[config.mk]
export PLATFORM = sky130hd
export DESIGN_NAME = vector_multiplier
export DESIGN_NICKNAME = d
export VERILOG_FILES = /design/src/verilog/vecmul_pkg.sv /design/src/verilog/operand_if.sv /design/src/verilog/operand_capture.sv /design/src/verilog/scalar_multiplier.sv /design/src/verilog/result_stage.sv /design/src/verilog/vector_multiplier.sv
export SDC_FILE = /design/constraint.sdc
export NUM_CORES = 1
export LEC_CHECK = 0
export ABC_CLOCK_PERIOD_IN_PS = 10200
export BUFFER_PORTS_ARGS = -buffer_cell sky130_fd_sc_hd__buf_2
export CORE_UTILIZATION = 40
export DETAILED_ROUTE_END_ITERATION = 8
export GPL_TIMING_DRIVEN = 0
export SETUP_SLACK_MARGIN = 0.4
export SLEW_MARGIN = 40
export SYNTH_ARGS = -nofsm -noshare
export SYNTH_HDL_FRONTEND = slang
export SYNTH_SLANG_ARGS = --single-unit
[constraint.sdc]
create_clock -name CLK -period 10.2 [get_ports CLK]
set_input_delay 0.51 -clock CLK [delete_from_list [all_inputs] [get_ports CLK]]
set_output_delay 0.51 -clock CLK [all_outputs]
set_load 0.01 [all_outputs]
[src/verilog/vecmul_pkg.sv]
// Element format and shared constants for the vector multiplier

package vecmul_pkg;

  ///////////////////////////////////////////////////////////////////////
  // Field widths
  ///////////////////////////////////////////////////////////////////////

  // Two's-complement exponent
  localparam int EXP_W = 8;

  // Unsigned integer mantissa, no hidden bit
  localparam int MANT_W = 23;

  // Sign plus exponent plus mantissa
  localparam int WORD_W = 1 + EXP_W + MANT_W;

  // Issue edge to done pulse
  // One latch cycle, MANT_W shift-add steps, one normalize cycle
  localparam int MUL_LATENCY = MANT_W + 2;

  ///////////////////////////////////////////////////////////////////////
  // Element word
  ///////////////////////////////////////////////////////////////////////

  // Decoded view, sign in the top bit
  typedef struct packed {
    logic              sign;
    logic [EXP_W-1:0]  exp;
    logic [MANT_W-1:0] mant;
  } elem_fields_t;

  // Same word, raw at the ports and split in the multiplier
  typedef union packed {
    logic [WORD_W-1:0] raw;
    elem_fields_t      f;
  } elem_t;

endpackage

[src/verilog/operand_if.sv]
// Operand pair link from the capture stage to the scalar multiplier

`timescale 1ns/1ns

interface operand_if;
  import vecmul_pkg::*;

  // One-cycle request, only while busy is low
  logic  issue;

  // Operand pair, stable while issue is high
  elem_t a;
  elem_t b;

  // Pair is the final element of the vector
  logic  last;

  // Multiplier level, high from the cycle after issue through done
  logic  busy;

  // Capture side
  modport source (output issue, output a, output b, output last, input busy);

  // Multiplier side
  modport sink (input issue, input a, input b, input last, output busy);

endinterface

[src/verilog/operand_capture.sv]
// Input side, samples the length, pairs A and B operands, tags the last element

`timescale 1ns/1ns

module operand_capture #(
  parameter int SIZE_W = 16
) (
  input  logic               CLK,
  input  logic               RST,
  input  logic               start,
  input  logic [SIZE_W-1:0]  size,
  input  logic               a_enable,
  input  vecmul_pkg::elem_t  a_data,
  input  logic               b_enable,
  input  vecmul_pkg::elem_t  b_data,
  operand_if.source          op
);
  import vecmul_pkg::*;

  ///////////////////////////////////////////////////////////////////////
  // Signals
  ///////////////////////////////////////////////////////////////////////

  // Idle when low
  logic              active;

  // Sampled vector length and issued elements
  logic [SIZE_W-1:0] len;
  logic [SIZE_W-1:0] count;

  // Operand slots
  elem_t             slot_a;
  elem_t             slot_b;
  logic              a_full;
  logic              b_full;

  // Registered link outputs
  logic              issue_q;
  logic              last_q;

  logic              a_take;
  logic              b_take;
  logic              fire;
  logic              at_last;

  ///////////////////////////////////////////////////////////////////////
  // Control
  ///////////////////////////////////////////////////////////////////////

  // Slot write, operands seen only while a vector runs
  assign a_take = active && a_enable && !a_full;
  assign b_take = active && b_enable && !b_full;

  // Pair complete and multiplier free
  // issue_q guards the cycle before busy rises
  assign fire = active && a_full && b_full && !op.busy && !issue_q;

  assign at_last = (count == len - SIZE_W'(1));

  always_ff @(posedge CLK or posedge RST) begin
    if (RST) begin
      active  <= 1'b0;
      len     <= '0;
      count   <= '0;
      a_full  <= 1'b0;
      b_full  <= 1'b0;
      issue_q <= 1'b0;
      last_q  <= 1'b0;
    end else begin
      issue_q <= 1'b0;
      if (!active) begin
        // START ignored while a vector is running
        if (start) begin
          active <= 1'b1;
          len    <= size;
          count  <= '0;
        end
      end else begin
        if (a_take) a_full <= 1'b1;
        if (b_take) b_full <= 1'b1;
        if (fire) begin
          issue_q <= 1'b1;
          last_q  <= at_last;
          a_full  <= 1'b0;
          b_full  <= 1'b0;
          count   <= count + SIZE_W'(1);
          // Back to idle once the final pair is out
          if (at_last) active <= 1'b0;
        end
      end
    end
  end

  // Operand payload
  always_ff @(posedge CLK) begin
    if (a_take) slot_a <= a_data;
    if (b_take) slot_b <= b_data;
  end

  assign op.issue = issue_q;
  assign op.a     = slot_a;
  assign op.b     = slot_b;
  assign op.last  = last_q;

  ///////////////////////////////////////////////////////////////////////
  // Checks
  ///////////////////////////////////////////////////////////////////////

  // Source must wait for the slots to drain
  assert property (@(posedge CLK) disable iff (RST)
    !((a_enable && a_full) || (b_enable && b_full)))
    else $error("operand dropped at a full slot");

  // Zero-length vectors are not supported
  assert property (@(posedge CLK) disable iff (RST)
    (start && !active) |-> (size != '0))
    else $error("START accepted with zero SIZE_IN");

endmodule

[src/verilog/scalar_multiplier.sv]
// Processing part, sequential shift-add multiplier with exponent add and normalization

`timescale 1ns/1ns

module scalar_multiplier (
  input  logic               CLK,
  input  logic               RST,
  operand_if.sink            op,
  output logic               done,
  output vecmul_pkg::elem_t  product,
  output logic               last_out
);
  import vecmul_pkg::*;

  ///////////////////////////////////////////////////////////////////////
  // Constants
  ///////////////////////////////////////////////////////////////////////

  // Full-width mantissa product
  localparam int PROD_W = 2 * MANT_W;

  // Leading one position, 0 for a zero product
  localparam int LEAD_W = $clog2(PROD_W + 1);

  // Step counter, counts 0 to MANT_W
  localparam int STEP_W = $clog2(MANT_W + 1);

  ///////////////////////////////////////////////////////////////////////
  // Signals
  ///////////////////////////////////////////////////////////////////////

  logic              busy_q;
  logic              running;
  logic [STEP_W-1:0] step;

  // Latched on issue
  logic              sign_q;
  logic [EXP_W-1:0]  exp_q;
  logic              last_q;

  // Shift-add datapath
  logic [PROD_W-1:0] mcand;
  logic [MANT_W-1:0] mplier;
  logic [PROD_W-1:0] acc;

  // Normalization
  logic [LEAD_W-1:0] lead;
  logic [LEAD_W-1:0] norm_shift;
  logic [MANT_W-1:0] norm_mant;
  logic [EXP_W-1:0]  norm_exp;

  logic              last_step;

  assign last_step = running && (step == STEP_W'(MANT_W));

  ///////////////////////////////////////////////////////////////////////
  // Control
  ///////////////////////////////////////////////////////////////////////

  always_ff @(posedge CLK or posedge RST) begin
    if (RST) begin
      busy_q  <= 1'b0;
      running <= 1'b0;
      step    <= '0;
      done    <= 1'b0;
    end else begin
      done <= 1'b0;
      if (op.issue) begin
        busy_q  <= 1'b1;
        running <= 1'b1;
        step    <= '0;
      end else if (running) begin
        // Steps 0 to MANT_W-1 shift-add, step MANT_W normalizes
        if (last_step) begin
          running <= 1'b0;
          done    <= 1'b1;
        end else begin
          step <= step + STEP_W'(1);
        end
      end else if (done) begin
        // Busy held through the done cycle
        busy_q <= 1'b0;
      end
    end
  end

  assign op.busy = busy_q;

  ///////////////////////////////////////////////////////////////////////
  // Datapath
  ///////////////////////////////////////////////////////////////////////

  always_ff @(posedge CLK) begin
    if (op.issue) begin
      sign_q <= op.a.f.sign ^ op.b.f.sign;
      // Exponents wrap modulo 256
      exp_q  <= op.a.f.exp + op.b.f.exp;
      last_q <= op.last;
      mcand  <= PROD_W'(op.a.f.mant);
      mplier <= op.b.f.mant;
      acc    <= '0;
    end else if (running && !last_step) begin
      // One multiplier bit per cycle, LSB first
      if (mplier[0]) acc <= acc + mcand;
      mcand  <= mcand << 1;
      mplier <= mplier >> 1;
    end
    if (last_step) begin
      product.f.sign <= sign_q;
      product.f.exp  <= norm_exp;
      product.f.mant <= norm_mant;
      last_out       <= last_q;
    end
  end

  // Leading one of the product, counted from 1
  always_comb begin
    lead = '0;
    for (int i = 0; i < PROD_W; i++) begin
      if (acc[i]) lead = LEAD_W'(i + 1);
    end
  end

  // Right shift just far enough to fit MANT_W bits, low bits truncated
  assign norm_shift = (lead > LEAD_W'(MANT_W)) ? lead - LEAD_W'(MANT_W) : '0;
  assign norm_mant  = MANT_W'(acc >> norm_shift);
  assign norm_exp   = exp_q + EXP_W'(norm_shift);

  ///////////////////////////////////////////////////////////////////////
  // Checks
  ///////////////////////////////////////////////////////////////////////

  // Capture must hold the pair until busy falls
  assert property (@(posedge CLK) disable iff (RST) op.issue |-> !busy_q)
    else $error("issue while multiplier busy");

  // Fixed latency from issue to done
  assert property (@(posedge CLK) disable iff (RST) op.issue |-> ##MUL_LATENCY done)
    else $error("done not MUL_LATENCY cycles after issue");

endmodule

[src/verilog/result_stage.sv]
// Output side that registers each product and raises the output and ready strobes

`timescale 1ns/1ns

module result_stage (
  input  logic                          CLK,
  input  logic                          RST,
  input  logic                          done,
  input  vecmul_pkg::elem_t             product,
  input  logic                          last_in,
  output logic [vecmul_pkg::WORD_W-1:0] data_out,
  output logic                          data_out_enable,
  output logic                          ready
);

  ///////////////////////////////////////////////////////////////////////
  // Strobes
  ///////////////////////////////////////////////////////////////////////

  always_ff @(posedge CLK or posedge RST) begin
    if (RST) begin
      data_out_enable <= 1'b0;
      ready           <= 1'b0;
    end else begin
      // One strobe per element on the cycle after done
      data_out_enable <= done;
      // Vector finished with the tagged element
      ready           <= done && last_in;
    end
  end

  ///////////////////////////////////////////////////////////////////////
  // Result word
  ///////////////////////////////////////////////////////////////////////

  // Held until the next product lands
  always_ff @(posedge CLK) begin
    if (done) data_out <= product.raw;
  end

  ///////////////////////////////////////////////////////////////////////
  // Checks
  ///////////////////////////////////////////////////////////////////////

  // READY never stands alone
  assert property (@(posedge CLK) disable iff (RST) ready |-> data_out_enable)
    else $error("READY without DATA_OUT_ENABLE");

  // Product word free of X when strobed
  assert property (@(posedge CLK) disable iff (RST)
    data_out_enable |-> !$isunknown(data_out))
    else $error("unknown bits on DATA_OUT");

endmodule

[src/verilog/vector_multiplier.sv]
// Top level of the element-wise vector multiplier

`timescale 1ns/1ns

module vector_multiplier #(
  parameter int SIZE_W = 16
) (
  // Global
  input  logic                          CLK,
  input  logic                          RST,

  // Control
  input  logic                          START,
  input  logic [SIZE_W-1:0]             SIZE_IN,
  output logic                          READY,

  // Operand A
  input  logic                          DATA_A_IN_ENABLE,
  input  logic [vecmul_pkg::WORD_W-1:0] DATA_A_IN,

  // Operand B
  input  logic                          DATA_B_IN_ENABLE,
  input  logic [vecmul_pkg::WORD_W-1:0] DATA_B_IN,

  // Result
  output logic                          DATA_OUT_ENABLE,
  output logic [vecmul_pkg::WORD_W-1:0] DATA_OUT
);
  import vecmul_pkg::*;

  // Multiplier to result stage
  logic  mul_done;
  elem_t mul_product;
  logic  mul_last;

  // Capture to multiplier
  operand_if op_bus ();

  operand_capture #(
    .SIZE_W(SIZE_W)
  ) u_capture (
    .CLK      (CLK),
    .RST      (RST),
    .start    (START),
    .size     (SIZE_IN),
    .a_enable (DATA_A_IN_ENABLE),
    .a_data   (elem_t'(DATA_A_IN)),
    .b_enable (DATA_B_IN_ENABLE),
    .b_data   (elem_t'(DATA_B_IN)),
    .op       (op_bus)
  );

  scalar_multiplier u_multiplier (
    .CLK      (CLK),
    .RST      (RST),
    .op       (op_bus),
    .done     (mul_done),
    .product  (mul_product),
    .last_out (mul_last)
  );

  result_stage u_result (
    .CLK             (CLK),
    .RST             (RST),
    .done            (mul_done),
    .product         (mul_product),
    .last_in         (mul_last),
    .data_out        (DATA_OUT),
    .data_out_enable (DATA_OUT_ENABLE),
    .ready           (READY)
  );

endmodule

==> results of run 1 <==
==> worst reg2reg max path: cells and delay by family (launching register included) <==
kind / cells / cell delay (ps)
fa+ha+maj: 2 / 670
compound gates: 8 / 1640
xor+xnor: 1 / 100
buf+inv: 5 / 1930
flops: 1 / 330
simple gates: 5 / 680
==> Yosys cell counts, drive strengths merged, types with 8 or more instances <==
cell type	number	area (sq um)
a211oi	32	240.2
a21o	28	210.2
a21oi	129	649.4
a31oi	13	81.33
and2	17	106.4
and3	9	56.30
buf	27	151.4
clkbuf	48	181.4
dfrtp	47	1176
dfxtp	69	1381
edfxtp	185	5555
ha	62	775.7
inv	40	150.1
mux2	57	645.6
mux2i	99	991.0
nand2	221	832.1
nand2b	8	50.05
nand3	42	210.2
nand4	16	100.1
nor2	84	317.8
nor2b	13	81.33
nor3	36	185.2
nor4	13	96.34
o211ai	12	90.09
o21a	13	97.59
o21ai	61	309.0
o21bai	14	116.4
or3	9	56.30
xnor2	49	429.2
xor2	18	157.7
==> flip-flops by register name, indices dropped and copies added, names as in the netlist, 16 cells and up <==
signal and cells:
u_multiplier.product 32, u_multiplier.mcand 46, u_multiplier.mplier 23, u_result.data_out 32
u_capture.len 16, u_capture.count 16, u_capture.op.a 32, u_capture.op.b 32
u_multiplier.acc 46
==> timing repair <==
action                    CTS  global route
hold buffers                1             0
buffers inserted            0             0
gates resized for setup     0             0
hold endpoints to repair   19             0
==> final cells by class <==
cell class / instances / area [sq um]
multi-input cells: 1150 / 7807
inverters: 41 / 156.4
clock inverters: 22 / 261.5
plain buffers: 75 / 332.8
clock buffers: 41 / 940.9
fillers: 3742 / 21130
repair buffers: 124 / 698.2
flip-flops and latches: 301 / 8118
well taps: 525 / 656.9
==> placed cells by master (no fill, tap or decap), drive strengths merged, types with 8 or more instances in the layout <==
cell type | synthesis | final
a211oi | 32 | 32
a21o | 28 | 28
a21oi | 129 | 129
a31oi | 13 | 13
and2 | 17 | 17
and3 | 9 | 9
buf | 27 | 150
clkbuf | 48 | 89
clkinv | 1 | 11
dfrtp | 47 | 47
dfxtp | 69 | 69
edfxtp | 185 | 185
ha | 62 | 62
inv | 40 | 42
mux2 | 57 | 57
mux2i | 99 | 99
nand2 | 221 | 221
nand2b | 8 | 8
nand3 | 42 | 42
nand4 | 16 | 16
nor2 | 84 | 84
nor2b | 13 | 13
nor3 | 36 | 36
nor4 | 13 | 13
o211ai | 12 | 12
o21a | 13 | 13
o21ai | 61 | 61
o21bai | 14 | 14
or3 | 9 | 9
xnor2 | 49 | 49
xor2 | 18 | 18
==> cell families after synthesis <==
| logic type | synth area share, % |
|---|---|
| other cells | 0.02290 |
| fa+ha+maj | 5.104 |
| compound gates | 14.54 |
| flops | 49.54 |
| simple gates | 13.94 |
| xor+xnor | 3.583 |
| mux | 10.29 |
| buf+inv | 2.972 |
==> metal layers <==
| layer | track usage, % | up-vias | share of wire (%) |
|---|---|---|---|
| met3 | 2.790 | 55 | 4.5 |
| met1 | 26.61 | 5959 | 46 |
| met4 | 5.810 | 0 | 1.9 |
| li1 | - | 6136 | - |
| met2 | 32.86 | 297 | 47 |
| met5 | 0 | - | 0 |
==> worst max path at each step <==
stage | startpoint | endpoint | slack (ps)
floorplan | u_multiplier.acc[33] | u_multiplier.product[30] | 5600
global placement | u_multiplier.acc[23] | u_multiplier.product[30] | 4710
detailed placement | u_multiplier.acc[23] | u_multiplier.product[30] | 4660
CTS | u_multiplier.acc[23] | u_multiplier.product[30] | 4650
global route | u_multiplier.acc[33] | u_multiplier.product[30] | 4190
finish | u_multiplier.acc[23] | u_multiplier.product[30] | 4610
==> per-stage QoR <==
| stage | area [sq um] | std cells |
|---|---|---|
| after detailed placement | 17760 | 2215 |
| after CTS | 18970 | 2279 |
| final | 18970 | 2279 |
| after global placement | 17620 | 2210 |
| after global routing | 18970 | 2279 |
| after floorplan | 16380 | 1567 |
==> impl_results.md, run 1 <==
- Outcome: completed
- Row cnt: 73
- Crit path required time: around 10000 ps
- Layout Nets: about 1900
- Worst R2R Path Depth: 21
- CP cell instances: clkbuf_1 -> nor2b_1 -> o21bai_1 -> nand4_1 -> a311o_1 -> a31oi_1 -> nor2_1 -> ha_1 -> buf_1 -> nand2b_1 -> inv_2 -> buf_2 -> clkbuf_1 -> ha_1 -> a21o_1 -> a21oi_1 -> o21bai_1 -> a21oi_1 -> nor2b_1 -> o21ai_0 -> xnor2_1
- Mapped Area: 16380 sq um
- Syn Area/Cell: about 10 sq um
- Worst hold path depth: 1
- PortBufs: 118
- Cell depth of the worst setup path: 21
- Critical path class: flip-flop to flip-flop
- 1st-iter DRT viols: slightly below 800
- Synthesized net count: 1717
- Main synth FF type: edfxtp_1
- CP max stage cell: clkbuf_1
- RR Startpoint: u_multiplier.acc[23]
- Max Freq: 179.0 MHz
- Worst slew pin tran: slightly above 800 ps
- First-pass GRT wire length: roughly 65000 um
- CP startpoint kind: flip-flop
- Post-route clock period utilization: 54.78%
- Vias in the first global route: 12048
- Crit path buf inv count: 5
- Worst hold slack: 141.0 ps
- TritonCTS clock tree: built
- CP Max Fanout: 11
- # setup viols final: 0
- Mapped Cells: roughly 1600
- Final setup margin: 4612 ps
- Via count: 12447
- Detail Route Antenna Nets: 0
- Library cells used by synthesis: 88
- Drt drc: 0
- Routed WL: between 40000 and 50000 um
- Setup TNS: 0 ps
- Vias/cell: 5.462
- DPL Wire Length: roughly 30000 um
- GP Congestion: roughly 0.91
- DR pass1 iterations: 5
- Largest net degree at the start of global routing: 36
- Grt ovf: 0
- Core region area: around 40000 sq um
- CP Data Arrival Time: 5870 ps
- Crit end category: flip-flop
- Final core utilization: a little under half
- Area of the die: 41750 sq um
- Die W: between 200 and 250 um
- Ant diodes: 0
- Die height: around 200 um
- Max H-tree Level: 2
- Hold endpoint: u_capture.op.b[23]
- Final Max Tran Viols: 0
- CTS sink cnt: about 300
- Reg2reg end: u_multiplier.product[30]
- Hold/Removal Path Class: input port to flip-flop
- Average wire per standard cell: 17.81 um
- Overall routing resource usage: about a fifth
- CP top delay family: buffers and inverters
- Ys async rst share: between 10% and 20%
- Total CTS buffers: 35
- MaxCap Viol Count: 0
- Initial Util: about two fifths
- Clock Skew: 21.34 ps
- Crit path largest cell delay: 600 ps
- Worst Hold Launch: DATA_B_IN[23]
- Pre-CTS setup slack: about 4700 ps
- Post-synth EDFFs: between 150 and 200
- Final Hold Vio Count: 0
- Layout cells sized above 1: around 16%
- Yosys Warn Count: 0
- R2R Setup Slk: about 4600 ps
- # IOs: around 120
- Initial antenna violation count: 0
- Max-Slew Margin vs Limit: between 40% and 50%
- Crit path time final: between 5000 and 6000 ps
- Sequential share of the synthesized area: around half
- CTS root buf: clkbuf_16
- Worst skew pair latency: 550 ps
- Area growth syn-to-layout: 15.85%
- CTS max path bufs: 3
- RSZ-0062 raised after global routing: false
- CTS clk-pin slew, worst paths: 70 ps
- Synth Register Bits: ~300
Power of run 1 is left out: the tool's default activity adds up to more than one toggle a clock period on the data nets, which glitch-free logic cannot reach.
==> inputs of run 2 (changes only) <==
- ABC_AREA: default -> 1
- ABC_CLOCK_PERIOD_IN_PS: 10200 -> 4700
- clock period: 10.2 -> 4.7 ns (I/O delays scaled with it)
==> run 2 against run 1 <==
Against the previous run: the flow now finishes with violations (setup timing); sequential share of layout area is 4.6 points lower; setup slack worse by 4800 ps; critical path depth is 42 higher; highest routed layer unchanged.
==> impl_results.md, run 2 <==
- CTS sink cnt: 301
- M2 GR Usage: 37.35%
- Mapped Cells: roughly 1900
- Total CTS buffers: 35
- First-pass GRT wire length: just over 70000 um
- GP Congestion: 0.9780
- Average wire per standard cell: approximately 16 um
- 1st-iter DRT viols: 1015
- Area growth syn-to-layout: 31.86%
- M3 GR Usage: just over 3%
- CP Data Arrival Time: around 5200 ps
- Core region area: about 40000 sq um
- Peak VDD IR: 0.3211 mV
- Die W: approximately 200 um
- Fillers: 3640
- Area of the die: approximately 41000 sq um
- Initial antenna violation count: 0
- Largest net degree at the start of global routing: 40
- Leakage Power: about 9.5 nW
- Vias in the first global route: approximately 14000
- Final setup margin: -180.4 ps
- CP most frequent cell: nand2_1
- Post-synth top area share: between 30 and 40%
- CTS root buf: clkbuf_16
- Layout Nets: around 2400
- Synth Register Bits: between 300 and 400
- Crit path largest cell delay: between 300 and 400 ps
- DPL Wire Length: approximately 32000 um
- Crit end category: flip-flop
- Hold/Removal Path Class: input port to flip-flop
- Post-route clock period utilization: 103.8%
- RSZ-0062 raised after global routing: true
- Leading cell types in the layout, fill and taps excluded: 424 x nand2_1, 238 x nand3_1, 186 x inv_1
- Crit path time final: 4880 ps
- Most Crowded Layer GR: met2
- Layout cells sized above 1: between 20% and 30%
- Most common cell after layout, fill and taps aside: nand2_1
- Mapped Area: ~16000 sq um
- # setup viols final: 5
- MaxCap Viol Count: 0
- PortBufs: roughly 120
- CTS max path bufs: 3
- Final Hold Vio Count: 0
- Final Max Tran Viols: 0
- Die height: roughly 200 um
- Max Freq: between 200 and 250 MHz
- Critical path class: flip-flop to flip-flop
- Crit path required time: about 5000 ps
- Setup TNS: -602.3 ps
- Yosys Warn Count: 0
- Ys async rst share: roughly 16%
- DR pass1 iterations: 5
- Max H-tree Level: 2
- Main synth FF type: edfxtp_1
- CP Max Fanout: 4
- Sequential share of the synthesized area: roughly 50%
- M1 GR Usage: about 28%
- Synthesized net count: 2028
- Grt ovf: 0
- TritonCTS clock tree: built
- Drt drc: 0
- Top cells by area, synth: edfxtp_1 34%, nand2_1 10%, nand3_1 10%
- Worst slew pin tran: about 670 ps
- Overall routing resource usage: ~22%
- Detail Route Antenna Nets: 0
- Ant diodes: 0
- CTS clk-pin slew, worst paths: roughly 60 ps
- Outcome: finished with violations
- Largest area contributor in the netlist: edfxtp_1
- Clock Skew: approximately 19 ps
- Cell with the most instances after synthesis: nand2_1
- Post-synth EDFFs: ~190
- Power Density: about 260 nW/um^2
- Top cells by count, synth: 436 x nand2_1, 327 x nand3_1, 193 x inv_1
- Worst skew pair latency: approximately 540 ps
- Failing checks: setup timing
- Routed WL: about 45000 um
- Library cells used by synthesis: 50
- Initial Util: between 40% and 50%
- Via count: 14280
- CP startpoint kind: flip-flop
- CP max stage cell: dfxtp_4
- Pre-CTS setup slack: -553.2 ps
- Row cnt: 73
- Vias/cell: between 5 and 6
- Largest registers: u_multiplier.acc x46, u_multiplier.mcand x46
- # IOs: between 100 and 150
- Max-Slew Margin vs Limit: 55.66%
- Syn Area/Cell: approximately 8.6 sq um
-- run 2: kinds of logic after synthesis --
group / count (synthesis) / share of synthesized area (%)
AO/OA/AOI/OAI: 274 / 9.702
XOR/XNOR: 84 / 4.556
adder cells (fa/ha/maj): 65 / 5.176
buffers and inverters: 280 / 6.943
flip-flops: 301 / 50.24
other: 1 / 0.02322
AND/OR/NAND/NOR: 873 / 23.36
-- run 2: path summary, 6_finish.rpt --
kind | startpoint | end | slack [ps] | cells after the start
worst max-delay path | u_multiplier.acc[1] | u_multiplier.product[26] | -180 | 63
worst min-delay path | DATA_B_IN_ENABLE | u_capture.b_full | 40 | 3
worst max register to register | u_multiplier.acc[1] | u_multiplier.product[26] | -180 | 63
worst min register to register | u_multiplier.product[29] | u_result.data_out[29] | 410 | 0
max in group asynchronous | RST | u_capture.count[4] | 4120 | 4
min in group asynchronous | RST | u_multiplier.op.busy | 140 | 3
-- run 2: cell type report --
cell class | instances | area, sq um | share of cell area [%]
multi-input combinational | 1297 | 7757 | 36.44
clock buffer | 44 | 960.9 | 4.513
clock inverter | 18 | 163.9 | 0.7699
sequential | 301 | 8130 | 38.19
inverter | 205 | 792.0 | 3.720
timing repair buffer | 285 | 2228 | 10.47
tap | 525 | 656.9 | 3.085
buffer | 75 | 600.6 | 2.821
-- run 2: report_power, final --
part / switching [W] / internal, W / total, W
logic: 0.0000486 / 0.0000871 / 0.000136
clock network: 0.00108 / 0.00156 / 0.00265
registers: 0.00000799 / 0.00279 / 0.00280
total: 0.00114 / 0.00444 / 0.00558
-- run 2: critical path: cells and delay by family, from the launching register on --
family / cells / cell delay (ps)
AOI/OAI and AO/OA: 1 / 130
xor gates and xnor gates: 1 / 130
buffers and inverters: 11 / 970
DFF: 1 / 340
adders and majority gates: 2 / 360
and+or+nand+nor: 48 / 2690
-- run 2: what timing repair did --
item	4_1_cts	5_1_grt
endpoints found under the setup margin	39	42
resized for setup	194	47
gates cloned	3	0
setup buffers	35	41
hold buffers	82	0
hold endpoints to repair	128	0
pin swaps	34	25
-- run 2: per-layer routing --
metal,up-vias,wire length (um)
li1,7044,-
met1,6729,19400
met2,393,21470
met3,114,2247
met4,0,1463
met5,-,0
-- run 2: per-stage QoR --
stage | instance area [sq um] | util [%] | instances | hold WS [ps] | total power, W
floorplan | 16250 | - | 1878 | 333.9 | 0.002891
global placement | 17490 | 44.03 | 2521 | 400.8 | 0.002932
detailed placement | 17640 | 44.40 | 2527 | 155.2 | 0.002938
CTS | 20780 | 52.31 | 2709 | 12.79 | 0.005657
global route | 21290 | 53.59 | 2750 | 17.25 | 0.005777
finish | 21290 | 53.59 | 2750 | 37.09 | 0.005582
Note: power is estimated with default switching activity, not from simulation.
